[config.mk]
export PLATFORM = sky130hd
export DESIGN_NAME = cpu
export DESIGN_NICKNAME = d
export VERILOG_FILES = /design/src/source/cpu_pkg.sv /design/src/source/decode_ctrl.sv /design/src/source/register_file.sv /design/src/source/alu.sv /design/src/source/branch_ctrl.sv /design/src/source/hazard_unit.sv /design/src/source/cpu.sv
export SDC_FILE = /design/constraint.sdc
export NUM_CORES = 1
export LEC_CHECK = 0
export ABC_AREA = 1
export CAP_MARGIN = 5
export CORE_ASPECT_RATIO = 1.4
export CORE_MARGIN = 2
export CORE_UTILIZATION = 49
export CTS_CLUSTER_SIZE = 12
export DETAILED_ROUTE_END_ITERATION = 8
export DONT_BUFFER_PORTS = 1
export GPL_TIMING_DRIVEN = 0
export PLACE_DENSITY = 0.7
export SETUP_SLACK_MARGIN = 0.4
export SLEW_MARGIN = 5
export SYNTH_ARGS = -nofsm -noshare
export SYNTH_HDL_FRONTEND = slang
export SYNTH_SLANG_ARGS = --single-unit
[constraint.sdc]
create_clock -name clk -period 7.3 [get_ports clk]
set_input_delay 0.73 -clock clk [delete_from_list [all_inputs] [get_ports clk]]
set_output_delay 0.73 -clock clk [all_outputs]
set_load 0.1 [all_outputs]
[src/source/cpu_pkg.sv]
package cpu_pkg;

	// ----------------------------------------
	// Basic widths
	// ----------------------------------------
	// Data word, instruction word and byte address
	typedef logic [15:0] word_t;
	// Register number, r0 reads as zero
	typedef logic [3:0]  reg_idx_t;
	// Flags packed as {Z, V, N}
	typedef logic [2:0]  flag_t;

	localparam int FLAG_Z = 2;
	localparam int FLAG_V = 1;
	localparam int FLAG_N = 0;

	// ----------------------------------------
	// Opcodes and forwarding sources
	// ----------------------------------------
	typedef enum logic [3:0] {
		OP_ADD = 4'h0,
		OP_SUB = 4'h1,
		OP_XOR = 4'h2,
		OP_AND = 4'h3,
		OP_SLL = 4'h4,
		OP_SRL = 4'h5,
		OP_LW  = 4'h8,
		OP_SW  = 4'h9,
		OP_LHB = 4'hA,
		OP_LLB = 4'hB,
		OP_BR  = 4'hC,
		OP_HLT = 4'hF
	} opcode_t;

	typedef enum logic [1:0] {
		FWD_NONE = 2'b00,
		FWD_MEM  = 2'b01,
		FWD_WB   = 2'b10
	} fwd_sel_t;

	// Instruction fields
	localparam int OP_HI   = 15;
	localparam int OP_LO   = 12;
	localparam int RD_HI   = 11;
	localparam int RD_LO   = 8;
	localparam int RS_HI   = 7;
	localparam int RS_LO   = 4;
	localparam int RT_HI   = 3;
	localparam int RT_LO   = 0;
	localparam int IMM8_HI = 7;
	localparam int IMM4_HI = 3;
	localparam int BOFF_HI = 8;
	localparam int IMM_LO  = 0;
	localparam int CC_HI   = 11;
	localparam int CC_LO   = 9;

	// Branch condition codes
	localparam logic [2:0] CC_NE     = 3'b000;
	localparam logic [2:0] CC_EQ     = 3'b001;
	localparam logic [2:0] CC_GT     = 3'b010;
	localparam logic [2:0] CC_LT     = 3'b011;
	localparam logic [2:0] CC_ALWAYS = 3'b111;

endpackage

[src/source/decode_ctrl.sv]
`timescale 1ns/100ps

module decode_ctrl import cpu_pkg::*; (
	input  word_t    instr,
	output logic     reg_write,
	output logic     mem_to_reg,
	output logic     mem_write,
	output logic     is_load,
	output logic     is_halt,
	output reg_idx_t read_sel_1,
	output reg_idx_t read_sel_2,
	output reg_idx_t write_sel
);

	reg_idx_t rd, rs, rt;

	// Register fields
	assign rd = instr[RD_HI:RD_LO];
	assign rs = instr[RS_HI:RS_LO];
	assign rt = instr[RT_HI:RT_LO];

	// Destination is always the rd field
	assign write_sel = rd;

	always_comb begin
		reg_write  = 1'b0;
		mem_to_reg = 1'b0;
		mem_write  = 1'b0;
		is_load    = 1'b0;
		is_halt    = 1'b0;
		// Unused ports point at r0 so no false stall
		read_sel_1 = '0;
		read_sel_2 = '0;
		case (opcode_t'(instr[OP_HI:OP_LO]))
			OP_ADD, OP_SUB, OP_XOR, OP_AND: begin
				reg_write  = 1'b1;
				read_sel_1 = rs;
				read_sel_2 = rt;
			end
			OP_SLL, OP_SRL: begin
				reg_write  = 1'b1;
				read_sel_1 = rs;
			end
			// Base register on port 2
			OP_LW: begin
				reg_write  = 1'b1;
				mem_to_reg = 1'b1;
				is_load    = 1'b1;
				read_sel_2 = rs;
			end
			// Store data on port 1, base on port 2
			OP_SW: begin
				mem_write  = 1'b1;
				read_sel_1 = rd;
				read_sel_2 = rs;
			end
			// Old rd value is merged with the byte
			OP_LHB, OP_LLB: begin
				reg_write  = 1'b1;
				read_sel_1 = rd;
			end
			OP_HLT: begin
				is_halt = 1'b1;
			end
			// br and illegal codes write nothing
			default: ;
		endcase
	end

endmodule

[src/source/register_file.sv]
`timescale 1ns/100ps

module register_file import cpu_pkg::*; (
	input  logic     clk,
	input  logic     arst_n,
	input  reg_idx_t read_sel_1,
	input  reg_idx_t read_sel_2,
	input  reg_idx_t write_sel,
	input  logic     write_en,
	input  word_t    write_data,
	output word_t    read_data_1,
	output word_t    read_data_2
);

	word_t regs [16];

	// r0 is never written
	always_ff @(posedge clk or negedge arst_n) begin
		if (!arst_n) begin
			for (int i = 0; i < 16; i++) begin
				regs[i] <= '0;
			end
		end else if (write_en && write_sel != '0) begin
			regs[write_sel] <= write_data;
		end
	end

	// Reads see a same-cycle WB write
	assign read_data_1 = (read_sel_1 == '0) ? '0 :
		(write_en && write_sel == read_sel_1) ? write_data : regs[read_sel_1];
	assign read_data_2 = (read_sel_2 == '0) ? '0 :
		(write_en && write_sel == read_sel_2) ? write_data : regs[read_sel_2];

endmodule

[src/source/alu.sv]
`timescale 1ns/100ps

module alu import cpu_pkg::*; (
	input  word_t instr,
	input  word_t op_a,
	input  word_t op_b,
	output word_t result,
	output flag_t flag_out,
	output flag_t flag_we
);

	word_t      sum, diff;
	logic [3:0] shamt;
	logic [7:0] imm8;

	assign sum   = op_a + op_b;
	assign diff  = op_a - op_b;
	assign shamt = instr[IMM4_HI:IMM_LO];
	assign imm8  = instr[IMM8_HI:IMM_LO];

	always_comb begin
		result   = '0;
		flag_we  = '0;
		flag_out = '0;
		case (opcode_t'(instr[OP_HI:OP_LO]))
			// Signed overflow when operand signs agree and the sum sign differs
			OP_ADD: begin
				result           = sum;
				flag_we          = '1;
				flag_out[FLAG_V] = (op_a[15] == op_b[15]) && (sum[15] != op_a[15]);
			end
			OP_SUB: begin
				result           = diff;
				flag_we          = '1;
				flag_out[FLAG_V] = (op_a[15] != op_b[15]) && (diff[15] != op_a[15]);
			end
			// Logic and shifts, Z only
			OP_XOR: begin
				result          = op_a ^ op_b;
				flag_we[FLAG_Z] = 1'b1;
			end
			OP_AND: begin
				result          = op_a & op_b;
				flag_we[FLAG_Z] = 1'b1;
			end
			OP_SLL: begin
				result          = op_a << shamt;
				flag_we[FLAG_Z] = 1'b1;
			end
			OP_SRL: begin
				result          = op_a >> shamt;
				flag_we[FLAG_Z] = 1'b1;
			end
			// Byte loads keep the other half of rd
			OP_LHB: result = {imm8, op_a[7:0]};
			OP_LLB: result = {op_a[15:8], imm8};
			default: ;
		endcase
		flag_out[FLAG_Z] = (result == '0);
		flag_out[FLAG_N] = result[15];
	end

endmodule

[src/source/branch_ctrl.sv]
`timescale 1ns/100ps

module branch_ctrl import cpu_pkg::*; (
	input  logic  clk,
	input  logic  arst_n,
	input  logic  flush,
	input  word_t instr,
	input  word_t pc_plus_2,
	input  flag_t flag_in,
	input  flag_t flag_we,
	output logic  taken,
	output word_t target
);

	flag_t      flags;
	logic       cond_met;
	logic [2:0] cond;
	logic [8:0] offset;

	assign cond   = instr[CC_HI:CC_LO];
	assign offset = instr[BOFF_HI:IMM_LO];

	// Per-bit update, squashed work leaves flags alone
	always_ff @(posedge clk or negedge arst_n) begin
		if (!arst_n) begin
			flags <= '0;
		end else if (!flush) begin
			flags <= (flags & ~flag_we) | (flag_in & flag_we);
		end
	end

	// Condition on the registered flags
	always_comb begin
		case (cond)
			CC_NE:     cond_met = !flags[FLAG_Z];
			CC_EQ:     cond_met = flags[FLAG_Z];
			CC_GT:     cond_met = !flags[FLAG_Z] && !flags[FLAG_N];
			CC_LT:     cond_met = flags[FLAG_N];
			CC_ALWAYS: cond_met = 1'b1;
			default:   cond_met = 1'b0;
		endcase
	end

	assign taken  = (instr[OP_HI:OP_LO] == OP_BR) && cond_met;
	// Offset counts instructions
	assign target = pc_plus_2 + {{6{offset[8]}}, offset, 1'b0};

endmodule

[src/source/hazard_unit.sv]
`timescale 1ns/100ps

module hazard_unit import cpu_pkg::*; (
	input  logic     clk,
	input  logic     arst_n,
	input  reg_idx_t id_read_sel_1,
	input  reg_idx_t id_read_sel_2,
	input  reg_idx_t ex_write_sel,
	input  reg_idx_t mem_write_sel,
	input  reg_idx_t wb_write_sel,
	input  logic     ex_is_load,
	input  logic     mem_reg_write,
	input  logic     wb_reg_write,
	input  logic     id_is_halt,
	input  logic     wb_is_halt,
	input  logic     flush,
	output logic     stall,
	output fwd_sel_t fwd_a,
	output fwd_sel_t fwd_b,
	output logic     halt_fetch,
	output logic     hlt
);

	typedef enum logic [1:0] {RUNNING, DRAINING, HALTED} halt_state_t;

	halt_state_t state, state_next;
	reg_idx_t    ex_read_sel_1, ex_read_sel_2;

	// Youngest writer wins, r0 never forwarded
	function automatic fwd_sel_t pick_fwd(input reg_idx_t sel, input logic mem_we,
		input reg_idx_t mem_sel, input logic wb_we, input reg_idx_t wb_sel);
		if (sel == '0) begin
			return FWD_NONE;
		end
		if (mem_we && mem_sel == sel) begin
			return FWD_MEM;
		end
		if (wb_we && wb_sel == sel) begin
			return FWD_WB;
		end
		return FWD_NONE;
	endfunction

	// Read selects follow the instruction into EX
	always_ff @(posedge clk or negedge arst_n) begin
		if (!arst_n) begin
			ex_read_sel_1 <= '0;
			ex_read_sel_2 <= '0;
		end else begin
			ex_read_sel_1 <= id_read_sel_1;
			ex_read_sel_2 <= id_read_sel_2;
		end
	end

	assign fwd_a = pick_fwd(ex_read_sel_1, mem_reg_write, mem_write_sel,
		wb_reg_write, wb_write_sel);
	assign fwd_b = pick_fwd(ex_read_sel_2, mem_reg_write, mem_write_sel,
		wb_reg_write, wb_write_sel);

	// Load result not ready for the very next instruction
	assign stall = ex_is_load && (ex_write_sel != '0)
		&& (ex_write_sel == id_read_sel_1 || ex_write_sel == id_read_sel_2);

	// ----------------------------------------
	// Halt FSM
	// ----------------------------------------
	always_comb begin
		state_next = state;
		case (state)
			// Taken branch in EX squashes the HLT, keep running
			RUNNING:  state_next = (id_is_halt && !flush) ? DRAINING : RUNNING;
			DRAINING: state_next = wb_is_halt ? HALTED : DRAINING;
			default:  state_next = HALTED;
		endcase
	end

	always_ff @(posedge clk or negedge arst_n) begin
		if (!arst_n) begin
			state <= RUNNING;
		end else begin
			state <= state_next;
		end
	end

	assign halt_fetch = (state != RUNNING);
	assign hlt        = (state == HALTED) || wb_is_halt;

	// Once halted the core stays halted
	a_hlt_sticky: assert property (@(posedge clk) disable iff (!arst_n) hlt |=> hlt);

endmodule

[src/source/cpu.sv]
`timescale 1ns/100ps

module cpu import cpu_pkg::*; (
	input  logic  clk,
	input  logic  arst_n,
	input  word_t imem_data,
	input  word_t dmem_rdata,
	output word_t imem_addr,
	output word_t dmem_addr,
	output word_t dmem_wdata,
	output logic  dmem_we,
	output logic  dmem_re,
	output logic  hlt,
	output word_t pc_out
);

	// Hazard and branch control
	logic     stall, flush, halt_fetch, halt_hold;
	fwd_sel_t fwd_a, fwd_b;
	word_t    branch_target;

	// IF
	word_t pc, pc_plus_2;

	// ID
	logic     id_valid, id_go, id_is_halt;
	word_t    id_instr, id_pc_plus_2, id_data_1, id_data_2;
	logic     dec_reg_write, dec_mem_to_reg, dec_mem_write, dec_is_load, dec_is_halt;
	reg_idx_t dec_read_sel_1, dec_read_sel_2, dec_write_sel;

	// EX
	logic     ex_valid, ex_reg_write, ex_mem_to_reg, ex_mem_write, ex_is_load, ex_is_halt;
	reg_idx_t ex_write_sel;
	word_t    ex_instr, ex_pc_plus_2, ex_data_1, ex_data_2;
	word_t    ex_op_a, ex_op_b, ex_result, ex_mem_addr;
	flag_t    alu_flag_out, alu_flag_we, ex_flag_we;

	// MEM
	logic     mem_reg_write, mem_mem_to_reg, mem_mem_write, mem_is_load, mem_is_halt;
	reg_idx_t mem_write_sel;
	word_t    mem_result, mem_addr, mem_store_data, mem_wb_data;

	// WB
	logic     wb_reg_write, wb_is_halt;
	reg_idx_t wb_write_sel;
	word_t    wb_data;

	// ----------------------------------------
	// IF stage
	// ----------------------------------------
	assign pc_plus_2  = pc + 16'd2;
	assign imem_addr  = pc;
	assign pc_out     = pc;
	assign id_is_halt = id_valid & dec_is_halt;
	// Fetch stops as soon as HLT sits in ID
	assign halt_hold  = halt_fetch | id_is_halt;

	always_ff @(posedge clk or negedge arst_n) begin
		if (!arst_n) begin
			pc <= '0;
		end else if (flush) begin
			pc <= branch_target;
		end else if (!stall && !halt_hold) begin
			pc <= pc_plus_2;
		end
	end

	// IF/ID, flush beats stall, stall beats halt bubble
	always_ff @(posedge clk or negedge arst_n) begin
		if (!arst_n) begin
			id_valid <= 1'b0;
			id_instr <= '0;
		end else if (flush || (halt_hold && !stall)) begin
			id_valid <= 1'b0;
			id_instr <= '0;
		end else if (!stall) begin
			id_valid <= 1'b1;
			id_instr <= imem_data;
		end
	end

	always_ff @(posedge clk) begin
		if (!stall) begin
			id_pc_plus_2 <= pc_plus_2;
		end
	end

	// ----------------------------------------
	// ID stage
	// ----------------------------------------
	decode_ctrl u_decode_ctrl (
		.instr      (id_instr),
		.reg_write  (dec_reg_write),
		.mem_to_reg (dec_mem_to_reg),
		.mem_write  (dec_mem_write),
		.is_load    (dec_is_load),
		.is_halt    (dec_is_halt),
		.read_sel_1 (dec_read_sel_1),
		.read_sel_2 (dec_read_sel_2),
		.write_sel  (dec_write_sel)
	);

	register_file u_register_file (
		.clk         (clk),
		.arst_n      (arst_n),
		.read_sel_1  (dec_read_sel_1),
		.read_sel_2  (dec_read_sel_2),
		.write_sel   (wb_write_sel),
		.write_en    (wb_reg_write),
		.write_data  (wb_data),
		.read_data_1 (id_data_1),
		.read_data_2 (id_data_2)
	);

	// Instruction moves on to EX, otherwise a bubble goes in
	assign id_go = id_valid & ~flush & ~stall;

	always_ff @(posedge clk or negedge arst_n) begin
		if (!arst_n) begin
			ex_valid      <= 1'b0;
			ex_reg_write  <= 1'b0;
			ex_mem_to_reg <= 1'b0;
			ex_mem_write  <= 1'b0;
			ex_is_load    <= 1'b0;
			ex_is_halt    <= 1'b0;
			ex_instr      <= '0;
		end else begin
			ex_valid      <= id_go;
			ex_reg_write  <= id_go & dec_reg_write;
			ex_mem_to_reg <= id_go & dec_mem_to_reg;
			ex_mem_write  <= id_go & dec_mem_write;
			ex_is_load    <= id_go & dec_is_load;
			ex_is_halt    <= id_go & dec_is_halt;
			ex_instr      <= id_go ? id_instr : '0;
		end
	end

	always_ff @(posedge clk) begin
		ex_pc_plus_2 <= id_pc_plus_2;
		ex_data_1    <= id_data_1;
		ex_data_2    <= id_data_2;
		ex_write_sel <= dec_write_sel;
	end

	// ----------------------------------------
	// EX stage
	// ----------------------------------------
	// Operand muxes, MEM result is the younger one
	always_comb begin
		case (fwd_a)
			FWD_MEM: ex_op_a = mem_wb_data;
			FWD_WB:  ex_op_a = wb_data;
			default: ex_op_a = ex_data_1;
		endcase
		case (fwd_b)
			FWD_MEM: ex_op_b = mem_wb_data;
			FWD_WB:  ex_op_b = wb_data;
			default: ex_op_b = ex_data_2;
		endcase
	end

	// Base plus word offset for LW and SW
	assign ex_mem_addr = ex_op_b
		+ {{11{ex_instr[IMM4_HI]}}, ex_instr[IMM4_HI:IMM_LO], 1'b0};
	// Bubbles never touch the flags
	assign ex_flag_we = ex_valid ? alu_flag_we : '0;

	alu u_alu (
		.instr    (ex_instr),
		.op_a     (ex_op_a),
		.op_b     (ex_op_b),
		.result   (ex_result),
		.flag_out (alu_flag_out),
		.flag_we  (alu_flag_we)
	);

	branch_ctrl u_branch_ctrl (
		.clk       (clk),
		.arst_n    (arst_n),
		.flush     (flush),
		.instr     (ex_instr),
		.pc_plus_2 (ex_pc_plus_2),
		.flag_in   (alu_flag_out),
		.flag_we   (ex_flag_we),
		.taken     (flush),
		.target    (branch_target)
	);

	always_ff @(posedge clk or negedge arst_n) begin
		if (!arst_n) begin
			mem_reg_write  <= 1'b0;
			mem_mem_to_reg <= 1'b0;
			mem_mem_write  <= 1'b0;
			mem_is_load    <= 1'b0;
			mem_is_halt    <= 1'b0;
		end else begin
			mem_reg_write  <= ex_reg_write;
			mem_mem_to_reg <= ex_mem_to_reg;
			mem_mem_write  <= ex_mem_write;
			mem_is_load    <= ex_is_load;
			mem_is_halt    <= ex_is_halt;
		end
	end

	always_ff @(posedge clk) begin
		mem_write_sel  <= ex_write_sel;
		mem_result     <= ex_result;
		mem_addr       <= ex_mem_addr;
		mem_store_data <= ex_op_a;
	end

	// ----------------------------------------
	// MEM and WB stages
	// ----------------------------------------
	assign dmem_addr   = mem_addr;
	assign dmem_wdata  = mem_store_data;
	assign dmem_we     = mem_mem_write;
	assign dmem_re     = mem_is_load;
	assign mem_wb_data = mem_mem_to_reg ? dmem_rdata : mem_result;

	always_ff @(posedge clk or negedge arst_n) begin
		if (!arst_n) begin
			wb_reg_write <= 1'b0;
			wb_is_halt   <= 1'b0;
		end else begin
			wb_reg_write <= mem_reg_write;
			wb_is_halt   <= mem_is_halt;
		end
	end

	always_ff @(posedge clk) begin
		wb_write_sel <= mem_write_sel;
		wb_data      <= mem_wb_data;
	end

	hazard_unit u_hazard_unit (
		.clk           (clk),
		.arst_n        (arst_n),
		.id_read_sel_1 (dec_read_sel_1),
		.id_read_sel_2 (dec_read_sel_2),
		.ex_write_sel  (ex_write_sel),
		.mem_write_sel (mem_write_sel),
		.wb_write_sel  (wb_write_sel),
		.ex_is_load    (ex_is_load),
		.mem_reg_write (mem_reg_write),
		.wb_reg_write  (wb_reg_write),
		.id_is_halt    (id_is_halt),
		.wb_is_halt    (wb_is_halt),
		.flush         (flush),
		.stall         (stall),
		.fwd_a         (fwd_a),
		.fwd_b         (fwd_b),
		.halt_fetch    (halt_fetch),
		.hlt           (hlt)
	);

	// A MEM-stage instruction is either a load or a store, never both
	a_dmem_excl: assert property (@(posedge clk) disable iff (!arst_n)
		!(dmem_we && dmem_re));

endmodule

Word-level counts from Yosys, hierarchy flattened
Index checks and enable logic that the tools add are counted.

operators by class
  bitwise operators = 19
  equality and inequality tests = 41
  shifts and indexed selects = 2
  magnitude comparators = 4
  $add $sub $neg = 5
  reduce and logical (&&, ||, !) cells = 45
  multiplexer cells = 60

operators with widths
  operator               count
  $bwmux 256             1
  $mux 16                13
  $bmux 16 s4            2
  $pmux 16 s8            1
  $demux 16 s4           1
  $pmux 16 s2            2
  $add 16x16->16         3
  $eq 4x4->1             8
  $eq 4x4->1 const B     8
  $mux 2                 14
  $logic_not 4->1        6
  $mux 1                 20
  $logic_and 1x1->1      17
  $add 16x2->16 const B  1
  $and 16x16->16         1
  $eq 4x2->1 const B     4
  $eq 4x3->1 const B     4
  $logic_not 16->1       1
  $pmux 4 s2             2
  $shl 16x4->16          1
  $shr 16x4->16          1
  $sub 16x16->16         1
  $xor 16x16->16         1
  $ge 5x5->1 const B     3
  32 further kinds       60

storage, ports and cells
  flip-flop bits (word level) = 469
  output and inout port bits = 67
  input bits = 34
  word-level logic and storage cells = 222

Longest topological paths before layout
Gate-level depths: netlist of run 1.

  depth in word-level cells = 17
  mapped depth = 34
  gate-level depth less buffers = 31

Cells and area by module
From an unflattened synthesis of run 1, not the netlist that was laid out.

unflattened totals
  cell total of the unflattened synthesis = 4339
  area total of the unflattened synthesis = 28748.8 sq um

by module, submodules not included
  module         area an instance (sq um)  cells an instance  instances  sequential area each (sq um)
  register_file  15338.5                   2354               1          6406.1
  cpu            7447.1                    792                1          4514.3
  alu            3982.6                    834                1          0.0
  branch_ctrl    978.4                     176                1          50.0
  hazard_unit    792.0                     139                1          250.2
  decode_ctrl    210.2                     44                 1          0.0

Least setup slack after synthesis of run 1
No wires, ideal clock.

  path kind = reg-to-reg
  start = register, netlist name dmem_re
  end = register mem_addr[15], in the netlist dmem_addr[15]
  buffers on the path = 2
  stages on the path, launching flop included = 21
  data arrival time = 3.705 ns
  required time = 7.184 ns
  setup time = 0.116 ns
  slack = 3.479 ns
  clock period less this slack = 3.821 ns
  cell sequence = dfrtp_1 -> buf_4 -> buf_2 -> nand2_1 -> and2_1 -> nand2_1 -> o21ai_0 -> a21oi_1 -> inv_1 -> ha_1 -> fa_1 -> nand3_1 -> nand2_1 -> nand2_1 -> o211ai_1 -> a31oi_1 -> o21ai_0 -> a21oi_1 -> nor2_1 -> o21ai_1 -> nand2_1

RTL lines
  item                    line        text
  end signal: assignment  cpu.sv:208  mem_addr <= ex_mem_addr;
  end: declaration        cpu.sv:41   word_t mem_result, mem_addr, mem_store_data, mem_wb_data;

==> results.md, run 1 <==
* 40.2% — Overall Global Routing Usage
* 22.0% — max-slew headroom at the worst pin
* 3108 — number of DRC violations after detailed-routing iteration 0
* 9.54% — layout-stage area growth over the synthesis result
* 468 — number of clock sinks seen by CTS
* 800 x sky130_fd_sc_hd__nand2_1, 459 x sky130_fd_sc_hd__o21ai_0, 338 x sky130_fd_sc_hd__inv_1, 328 x sky130_fd_sc_hd__dfrtp_1, 317 x sky130_fd_sc_hd__nand3_1 — leading post-synthesis cells by instance count
* input pin to async pin — type of the most critical hold path
* 0 — number of synthesis warnings
* 0.63 ns — Clock Latency Late Sink
* 53 — distinct cell type count after synthesis
* 101 — placement row count
* finished, violations left — result of the run
* 114000 µm — routed wire length
* 1.17 — final RePlAce weighted congestion
* sky130_fd_sc_hd__dfrtp_1 31%, sky130_fd_sc_hd__nand2_1 11%, sky130_fd_sc_hd__dfxtp_1 9.3%, sky130_fd_sc_hd__o21ai_0 8.6%, sky130_fd_sc_hd__nand3_1 6.0% — dominant cells by area after synthesis
* 0 — Final setup violation count
* 42.1% — sequential-to-total area share from yosys stat
* 7.85 ns — WP data required
* 26700 — vias after detailed routing
* sky130_fd_sc_hd__dfrtp_1 — leading area contributor after synthesis
* 279 µm — height of the die
* 3716 — net count after synthesis
* 6.04 — mean number of vias per cell
* built — clock tree from TritonCTS
* 166000 µm — wire length of the first global-routing pass
* 26600 µm² — cell area after technology mapping
* -0.187 ns — worst hold margin
* 77.8% — final cycle utilization of the critical path
* 86800 µm — detailed placement HPWL
* 3 — clk buf depth
* 70.1% — ys async rst share
* 3616 — number of instances in the synthesized netlist
* sky130_fd_sc_hd__nand2_1 — dominant cell by count in the synthesized netlist
* 0 — I/O Buffers
* 5.68 ns — minimum clock period after layout
* 16 — EDFF count, synth
* 30.9% — area fraction of the dominant cell type after synthesis
* 101 — top-level I/O count
* 54000 µm² — core area
* 0 — max-cap check violation count
* negative hold slack — failing checks
* 0.0186 ns — post-route clock skew
* 3767 — net count reported at finish
* 328 — Fin. Hold Viols
* 5 — number of antenna violations at the first check in global routing
* flip-flop — Critical Path Source Type
* flip-flop to flip-flop — type of the setup path with the least slack
* 0 ns — TNS Setup
* 0 — DRC violations left
* 6.04% — share of final-layout standard cells stronger than drive strength 1
* 0.176 GHz — highest clock rate
* 0 — number of max-slew violations in the final report
* sky130_fd_sc_hd__clkbuf_16 — clk root buf
* 6.23 ns — arrival time worst endpoint
* 56100 µm² — area enclosed by the die boundary
* 25.7 µm — mean routed wirelength per cell
* 1.17 ns — worst slew pin tran
* 468 — synthesis-stage register bit count
* 0 — PostCTS Resize Cnt
* 329 — maximum number of pins on one net before global-route repair
* 0 — ANT nets after route
* 7.35 µm² — Avg Inst Size Synth
* 2 — number of H-tree levels
* flip-flop — kind of end point of the critical path
* 0 — global route overflow
* sky130_fd_sc_hd__dfrtp_1 — Synth Flop Type
* 10 — top fanout value on the critical path
* 49.2% — initial core utilization
* 201 µm — chip width
* 25800 — number of global-route vias before repair
* 0.06 ns — clock slew at the register clock pins of the worst setup and hold paths
* 49 — number of CTS-inserted buffers
* 8 — first-pass detailed-route iteration total
* false — unrepaired setup endpoints after global routing
==> path summary, 6_finish.rpt <==
path | end | from | slack (ns) | depth (start not counted)
setup reg to reg | flip-flop | wb_write_sel[1]$_DFF_P_ | 1.62 | 25
hold reg to reg | ex_pc_plus_2[15]$_DFF_P_ | id_pc_plus_2[15]$_DFFE_PN_ | 0.34 | 0
min in group clk | id_instr[11]$_DFFE_PN0P_ | imem_data[11] | 0.28 | 2
hold / removal | u_hazard_unit.state[0]$_DFF_PN0_ | arst_n | -0.19 | 0
max in group asynchronous | u_register_file.regs[201]$_DFFE_PN0P_ | arst_n | 6.91 | 0
setup / recovery | flip-flop | wb_write_sel[1]$_DFF_P_ | 1.62 | 25
==> through the flow <==
step           utilization (%)  area, µm²  std cells  setup WS [ns]
2_1_floorplan                -      26600       3616           3.48
3_3_place_gp              50.9      27500       4337           2.08
3_5_place_dp              50.9      27500       4337           2.07
4_1_cts                   53.9      29100       4427           2.05
5_1_grt                   53.9      29100       4427           1.33
6_report                  53.9      29100       4429           1.62
==> state kept, by name, indices dropped and copies added (netlist names), 4 cells and up, named ones only <==
| name | flops |
|---|---|
| mem_write_sel | 4 |
| dmem_wdata | 16 |
| id_instr | 16 |
| u_hazard_unit.ex_read_sel_1 | 4 |
| mem_result | 16 |
| wb_data | 16 |
| ex_data_2 | 16 |
| ex_data_1 | 16 |
| imem_addr | 16 |
| ex_pc_plus_2 | 16 |
| ex_write_sel | 4 |
| u_hazard_unit.ex_read_sel_2 | 4 |
| ex_instr | 16 |
| u_register_file.regs | 256 |
| wb_write_sel | 4 |
| id_pc_plus_2 | 16 |
| dmem_addr | 16 |
==> layer usage <==
metal | track usage [%] | wire [µm] | vias to the layer above
li1 | - | - | 12200
met1 | 44.1 | 39700 | 12600
met2 | 65.8 | 52500 | 1441
met3 | 7.64 | 8690 | 535
met4 | 38.0 | 13000 | 6
met5 | 0 | 43 | -
==> kinds of logic (layout without fill, tap and decap cells) <==
logic type      Yosys count  count (layout)  synth area share (%)
compound gates          932             932                  19.8
fa+ha+maj                66              66                  3.22
xor+xnor                 56              56                  1.85
simple gates           1478            1478                  23.6
buf+inv                 616             706                  9.48
other cells               0               2                     0
flops                   468             468                  42.1
==> cells in the final DEF, fill, tap and decap left out, types with 3 or more instances in the layout <==
cell type                   instances
sky130_fd_sc_hd__nand2_1          800
sky130_fd_sc_hd__o21ai_0          458
sky130_fd_sc_hd__inv_1            338
sky130_fd_sc_hd__dfrtp_1          328
sky130_fd_sc_hd__nand3_1          317
sky130_fd_sc_hd__nor2_1           241
sky130_fd_sc_hd__a21oi_1          221
sky130_fd_sc_hd__clkbuf_1         170
sky130_fd_sc_hd__dfxtp_1          124
sky130_fd_sc_hd__o211ai_1         115
sky130_fd_sc_hd__buf_2             69
sky130_fd_sc_hd__ha_1              62
sky130_fd_sc_hd__o22ai_1           51
sky130_fd_sc_hd__clkbuf_16         49
sky130_fd_sc_hd__nand4_1           43
sky130_fd_sc_hd__xor2_1            37
sky130_fd_sc_hd__a41oi_1           32
sky130_fd_sc_hd__buf_4             28
sky130_fd_sc_hd__o21ai_1           20
sky130_fd_sc_hd__xnor2_1           19
sky130_fd_sc_hd__or2_2             17
sky130_fd_sc_hd__edfxtp_1          16
sky130_fd_sc_hd__and2_1            14
sky130_fd_sc_hd__nor3_1            14
sky130_fd_sc_hd__buf_1             13
sky130_fd_sc_hd__inv_2             12
sky130_fd_sc_hd__nand2_2           10
sky130_fd_sc_hd__clkbuf_8          10
sky130_fd_sc_hd__o21bai_1           8
sky130_fd_sc_hd__or2_1              7
sky130_fd_sc_hd__o2111ai_1          5
sky130_fd_sc_hd__clkinv_2           5
sky130_fd_sc_hd__fa_1               4
sky130_fd_sc_hd__nor4_1             3
sky130_fd_sc_hd__a31oi_1            3
sky130_fd_sc_hd__clkinv_1           3
sky130_fd_sc_hd__nor2_2             3
sky130_fd_sc_hd__nand3b_1           3
sky130_fd_sc_hd__bufinv_16          3
==> timing repair <==
action                                 CTS  global route
buffers inserted                         0             0
setup endpoints to repair                0             0
endpoints found under the hold margin  328           328
==> worst max-delay path, stage by stage (launching register included) <==
cell	delay, ns
sky130_fd_sc_hd__dfxtp_1	0.29
sky130_fd_sc_hd__buf_2	0.16
sky130_fd_sc_hd__xor2_1	0.16
sky130_fd_sc_hd__or2_2	0.29
sky130_fd_sc_hd__inv_1	0.05
sky130_fd_sc_hd__nand4_1	0.27
sky130_fd_sc_hd__ha_1	0.40
sky130_fd_sc_hd__buf_4	0.16
sky130_fd_sc_hd__clkbuf_1	0.47
sky130_fd_sc_hd__a21oi_1	0.08
sky130_fd_sc_hd__nand2_1	0.09
sky130_fd_sc_hd__nand2_1	0.11
sky130_fd_sc_hd__inv_1	0.16
sky130_fd_sc_hd__ha_1	0.25
sky130_fd_sc_hd__buf_2	0.18
sky130_fd_sc_hd__a21oi_1	0.45
sky130_fd_sc_hd__nand3_1	0.33
sky130_fd_sc_hd__xor2_1	0.21
sky130_fd_sc_hd__nor2_1	0.05
sky130_fd_sc_hd__nor2_1	0.14
sky130_fd_sc_hd__nand3_1	0.19
sky130_fd_sc_hd__nor2_1	0.15
sky130_fd_sc_hd__nand3_1	0.09
sky130_fd_sc_hd__nor2_1	0.62
sky130_fd_sc_hd__nand2_1	0.15
sky130_fd_sc_hd__nand2_1	0.09
==> cell type report <==
type | instances | area [µm²]
Antenna cell | 2 | 5.00
Buffer | 263 | 1190
Clock buffer | 78 | 1440
Clock inverter | 12 | 189
Fill cell | 5411 | 24900
Inverter | 353 | 1330
Multi-Input combinational cell | 2532 | 12900
Sequential cell | 468 | 11200
Tap cell | 721 | 902
Power of run 1 is left out: the tool's default activity adds up to more than one toggle a clock period on the data nets, which glitch-free logic cannot reach.
==> inputs of run 2 (changes only) <==
==> constraint.sdc (replaced) <==
create_clock -name clk -period 5.67 [get_ports clk]
set_input_delay 0.567 -clock clk [delete_from_list [all_inputs] [get_ports clk]]
set_output_delay 0.567 -clock clk [all_outputs]
set_load 0.1 [all_outputs]
==> results.md, run 2 (synthesis results as in run 1) <==
* flip-flop — Critical Path Source Type
* 256 — flip-flop count of the largest register, all copies and words added
* 6.22 ns — WP data required
* negative hold slack — failing checks
* 90.3% — final cycle utilization of the critical path
* 795 x sky130_fd_sc_hd__nand2_1, 458 x sky130_fd_sc_hd__o21ai_0, 336 x sky130_fd_sc_hd__inv_1 — most frequent cells in the layout
* 6.05 — mean number of vias per cell
* 54.1% — Post-Route Utilization
* 0 — global route overflow
* 5.67 ns — arrival time worst endpoint
* 328 — Fin. Hold Viols
* 0.55 ns — longest individual stage delay on the worst path
* 101 — placement row count
* 9.92% — layout-stage area growth over the synthesis result
* flip-flop to flip-flop — type of the setup path with the least slack
* 2 — number of H-tree levels
* sky130_fd_sc_hd__fa_1 — cell at the slowest stage of the critical path
* 201 µm — chip width
* built — clock tree from TritonCTS
* flip-flop — kind of end point of the critical path
* 49 — number of CTS-inserted buffers
* 25800 — number of global-route vias before repair
* 114000 µm — routed wire length
* u_register_file.regs — largest register by flop count
* finished, violations left — result of the run
* 26800 — vias after detailed routing
* 0.62 ns — Clock Latency Late Sink
* 0 — max-cap check violation count
* 86800 µm — detailed placement HPWL
* 0 — number of max-slew violations in the final report
* sky130_fd_sc_hd__clkbuf_16 — clk root buf
* 3771 — net count reported at finish
* sky130_fd_sc_hd__nand2_1 — most common library cell in the layout ignoring fill and taps
* 27500 µm² — Post-Place Cell Area
* false — unrepaired setup endpoints after global routing
* 5 — number of antenna violations at the first check in global routing
* 5.12 ns — minimum clock period after layout
* 468 — number of clock sinks seen by CTS
* simple AND/OR/NAND/NOR gates — family of cells with the greatest summed delay on the critical path
* 40.2% — Overall Global Routing Usage
* 0.06 ns — clock slew at the register clock pins of the worst setup and hold paths
* 3 — clk buf depth
* 3299 — number of DRC violations after detailed-routing iteration 0
* 1.15 ns — worst slew pin tran
* 0 ns — TNS Setup
* input pin to async pin — type of the most critical hold path
* 49.2% — initial core utilization
* 25.8 µm — mean routed wirelength per cell
* 0 — ANT nets after route
* 279 µm — height of the die
* 23.3% — max-slew headroom at the worst pin
* 0 — Final setup violation count
* 1.17 — final RePlAce weighted congestion
* 8 — top fanout value on the critical path
* 6.68% — share of final-layout standard cells stronger than drive strength 1
* 0 — DRC violations left
* 5411 — fill cell count
* 101 — top-level I/O count
* 56100 µm² — area enclosed by the die boundary
* 0 — I/O Buffers
* 29200 µm² — Final Instance Area
* 6 — buffer and inverter count on the worst path
* 0.0142 ns — post-route clock skew
* 166000 µm — wire length of the first global-routing pass
* 54000 µm² — core area
* 8 — first-pass detailed-route iteration total
* sky130_fd_sc_hd__nand2_1 — most frequent cell on the critical path
* -0.351 ns — worst hold margin
* 0.195 GHz — highest clock rate
* 0.55 ns — r2r setup slk
* 329 — maximum number of pins on one net before global-route repair
[run 2: changes by cell type in the layout (fill, tap and decap cells not counted), sizes merged]
cell      change
inv           -1
diode         +2
clkinvlp      +1
buf           +4
[run 2: stage by stage]
stage | std cells | worst slack [ns]
finish | 4435 | 0.549
global route | 4431 | 0.404
CTS | 4427 | 0.418
detailed placement | 4337 | 0.437
global placement | 4337 | 0.452
floorplan | 3616 | 1.85
[run 2: final timing paths]
kind | to | start | cells past startpoint
worst min-delay path | u_hazard_unit.state[0]$_DFF_PN0_ | arst_n | 0
worst min register to register | ex_pc_plus_2[15]$_DFF_P_ | id_pc_plus_2[15]$_DFFE_PN_ | 0
min in group clk | id_instr[11]$_DFFE_PN0P_ | imem_data[11] | 2
worst max-delay path | flip-flop | wb_write_sel[1]$_DFF_P_ | 26
max in group asynchronous | u_register_file.regs[201]$_DFFE_PN0P_ | arst_n | 0
worst max register to register | flip-flop | wb_write_sel[1]$_DFF_P_ | 26
[run 2: what timing repair did]
action | CTS | global route
setup buffers | 0 | 4
setup endpoints to repair | 0 | 3
endpoints found under the hold margin | 328 | 328
gates resized for setup | 0 | 28
[run 2: worst register-to-register path, cell delays in order (launching register included)]
cell and delay, ns:
sky130_fd_sc_hd__dfxtp_1 0.29, sky130_fd_sc_hd__buf_2 0.16, sky130_fd_sc_hd__xor2_1 0.16, sky130_fd_sc_hd__or2_2 0.29
sky130_fd_sc_hd__inv_1 0.05, sky130_fd_sc_hd__nand4_1 0.26, sky130_fd_sc_hd__ha_1 0.39, sky130_fd_sc_hd__buf_4 0.16
sky130_fd_sc_hd__inv_2 0.08, sky130_fd_sc_hd__or2_2 0.28, sky130_fd_sc_hd__nand2_2 0.15, sky130_fd_sc_hd__inv_1 0.17
sky130_fd_sc_hd__ha_1 0.28, sky130_fd_sc_hd__fa_1 0.55, sky130_fd_sc_hd__nand2_1 0.10, sky130_fd_sc_hd__inv_1 0.05
sky130_fd_sc_hd__o21ai_0 0.14, sky130_fd_sc_hd__nand2_1 0.16, sky130_fd_sc_hd__nand4_1 0.22, sky130_fd_sc_hd__nand4_1 0.12
sky130_fd_sc_hd__nand3_1 0.11, sky130_fd_sc_hd__nand3b_1 0.12, sky130_fd_sc_hd__nor2_1 0.17, sky130_fd_sc_hd__nand3_1 0.14
sky130_fd_sc_hd__nor2_4 0.28, sky130_fd_sc_hd__nand2_1 0.12, sky130_fd_sc_hd__nand2_1 0.07
[run 2: layout make-up]
class / instances / area [µm²] / share of cell area, %
multi-input combinational: 2532 / 12900 / 44.3
inverter: 353 / 1330 / 4.55
sequential: 468 / 11200 / 38.3
buffer: 263 / 1200 / 4.11
timing repair buffer: 4 / 30.0 / 0.103
clock inverter: 12 / 189 / 0.647
clock buffer: 78 / 1440 / 4.92
antenna: 4 / 10.0 / 0.0343
tap: 721 / 902 / 3.09
[run 2: per-layer routing]
layer | routed length, µm | GRT usage [%]
met5 | 57 | 0
met4 | 12700 | 38.0
met3 | 8740 | 7.64
met2 | 52800 | 65.8
met1 | 40100 | 44.1
Power of run 2 is left out for the same reason.
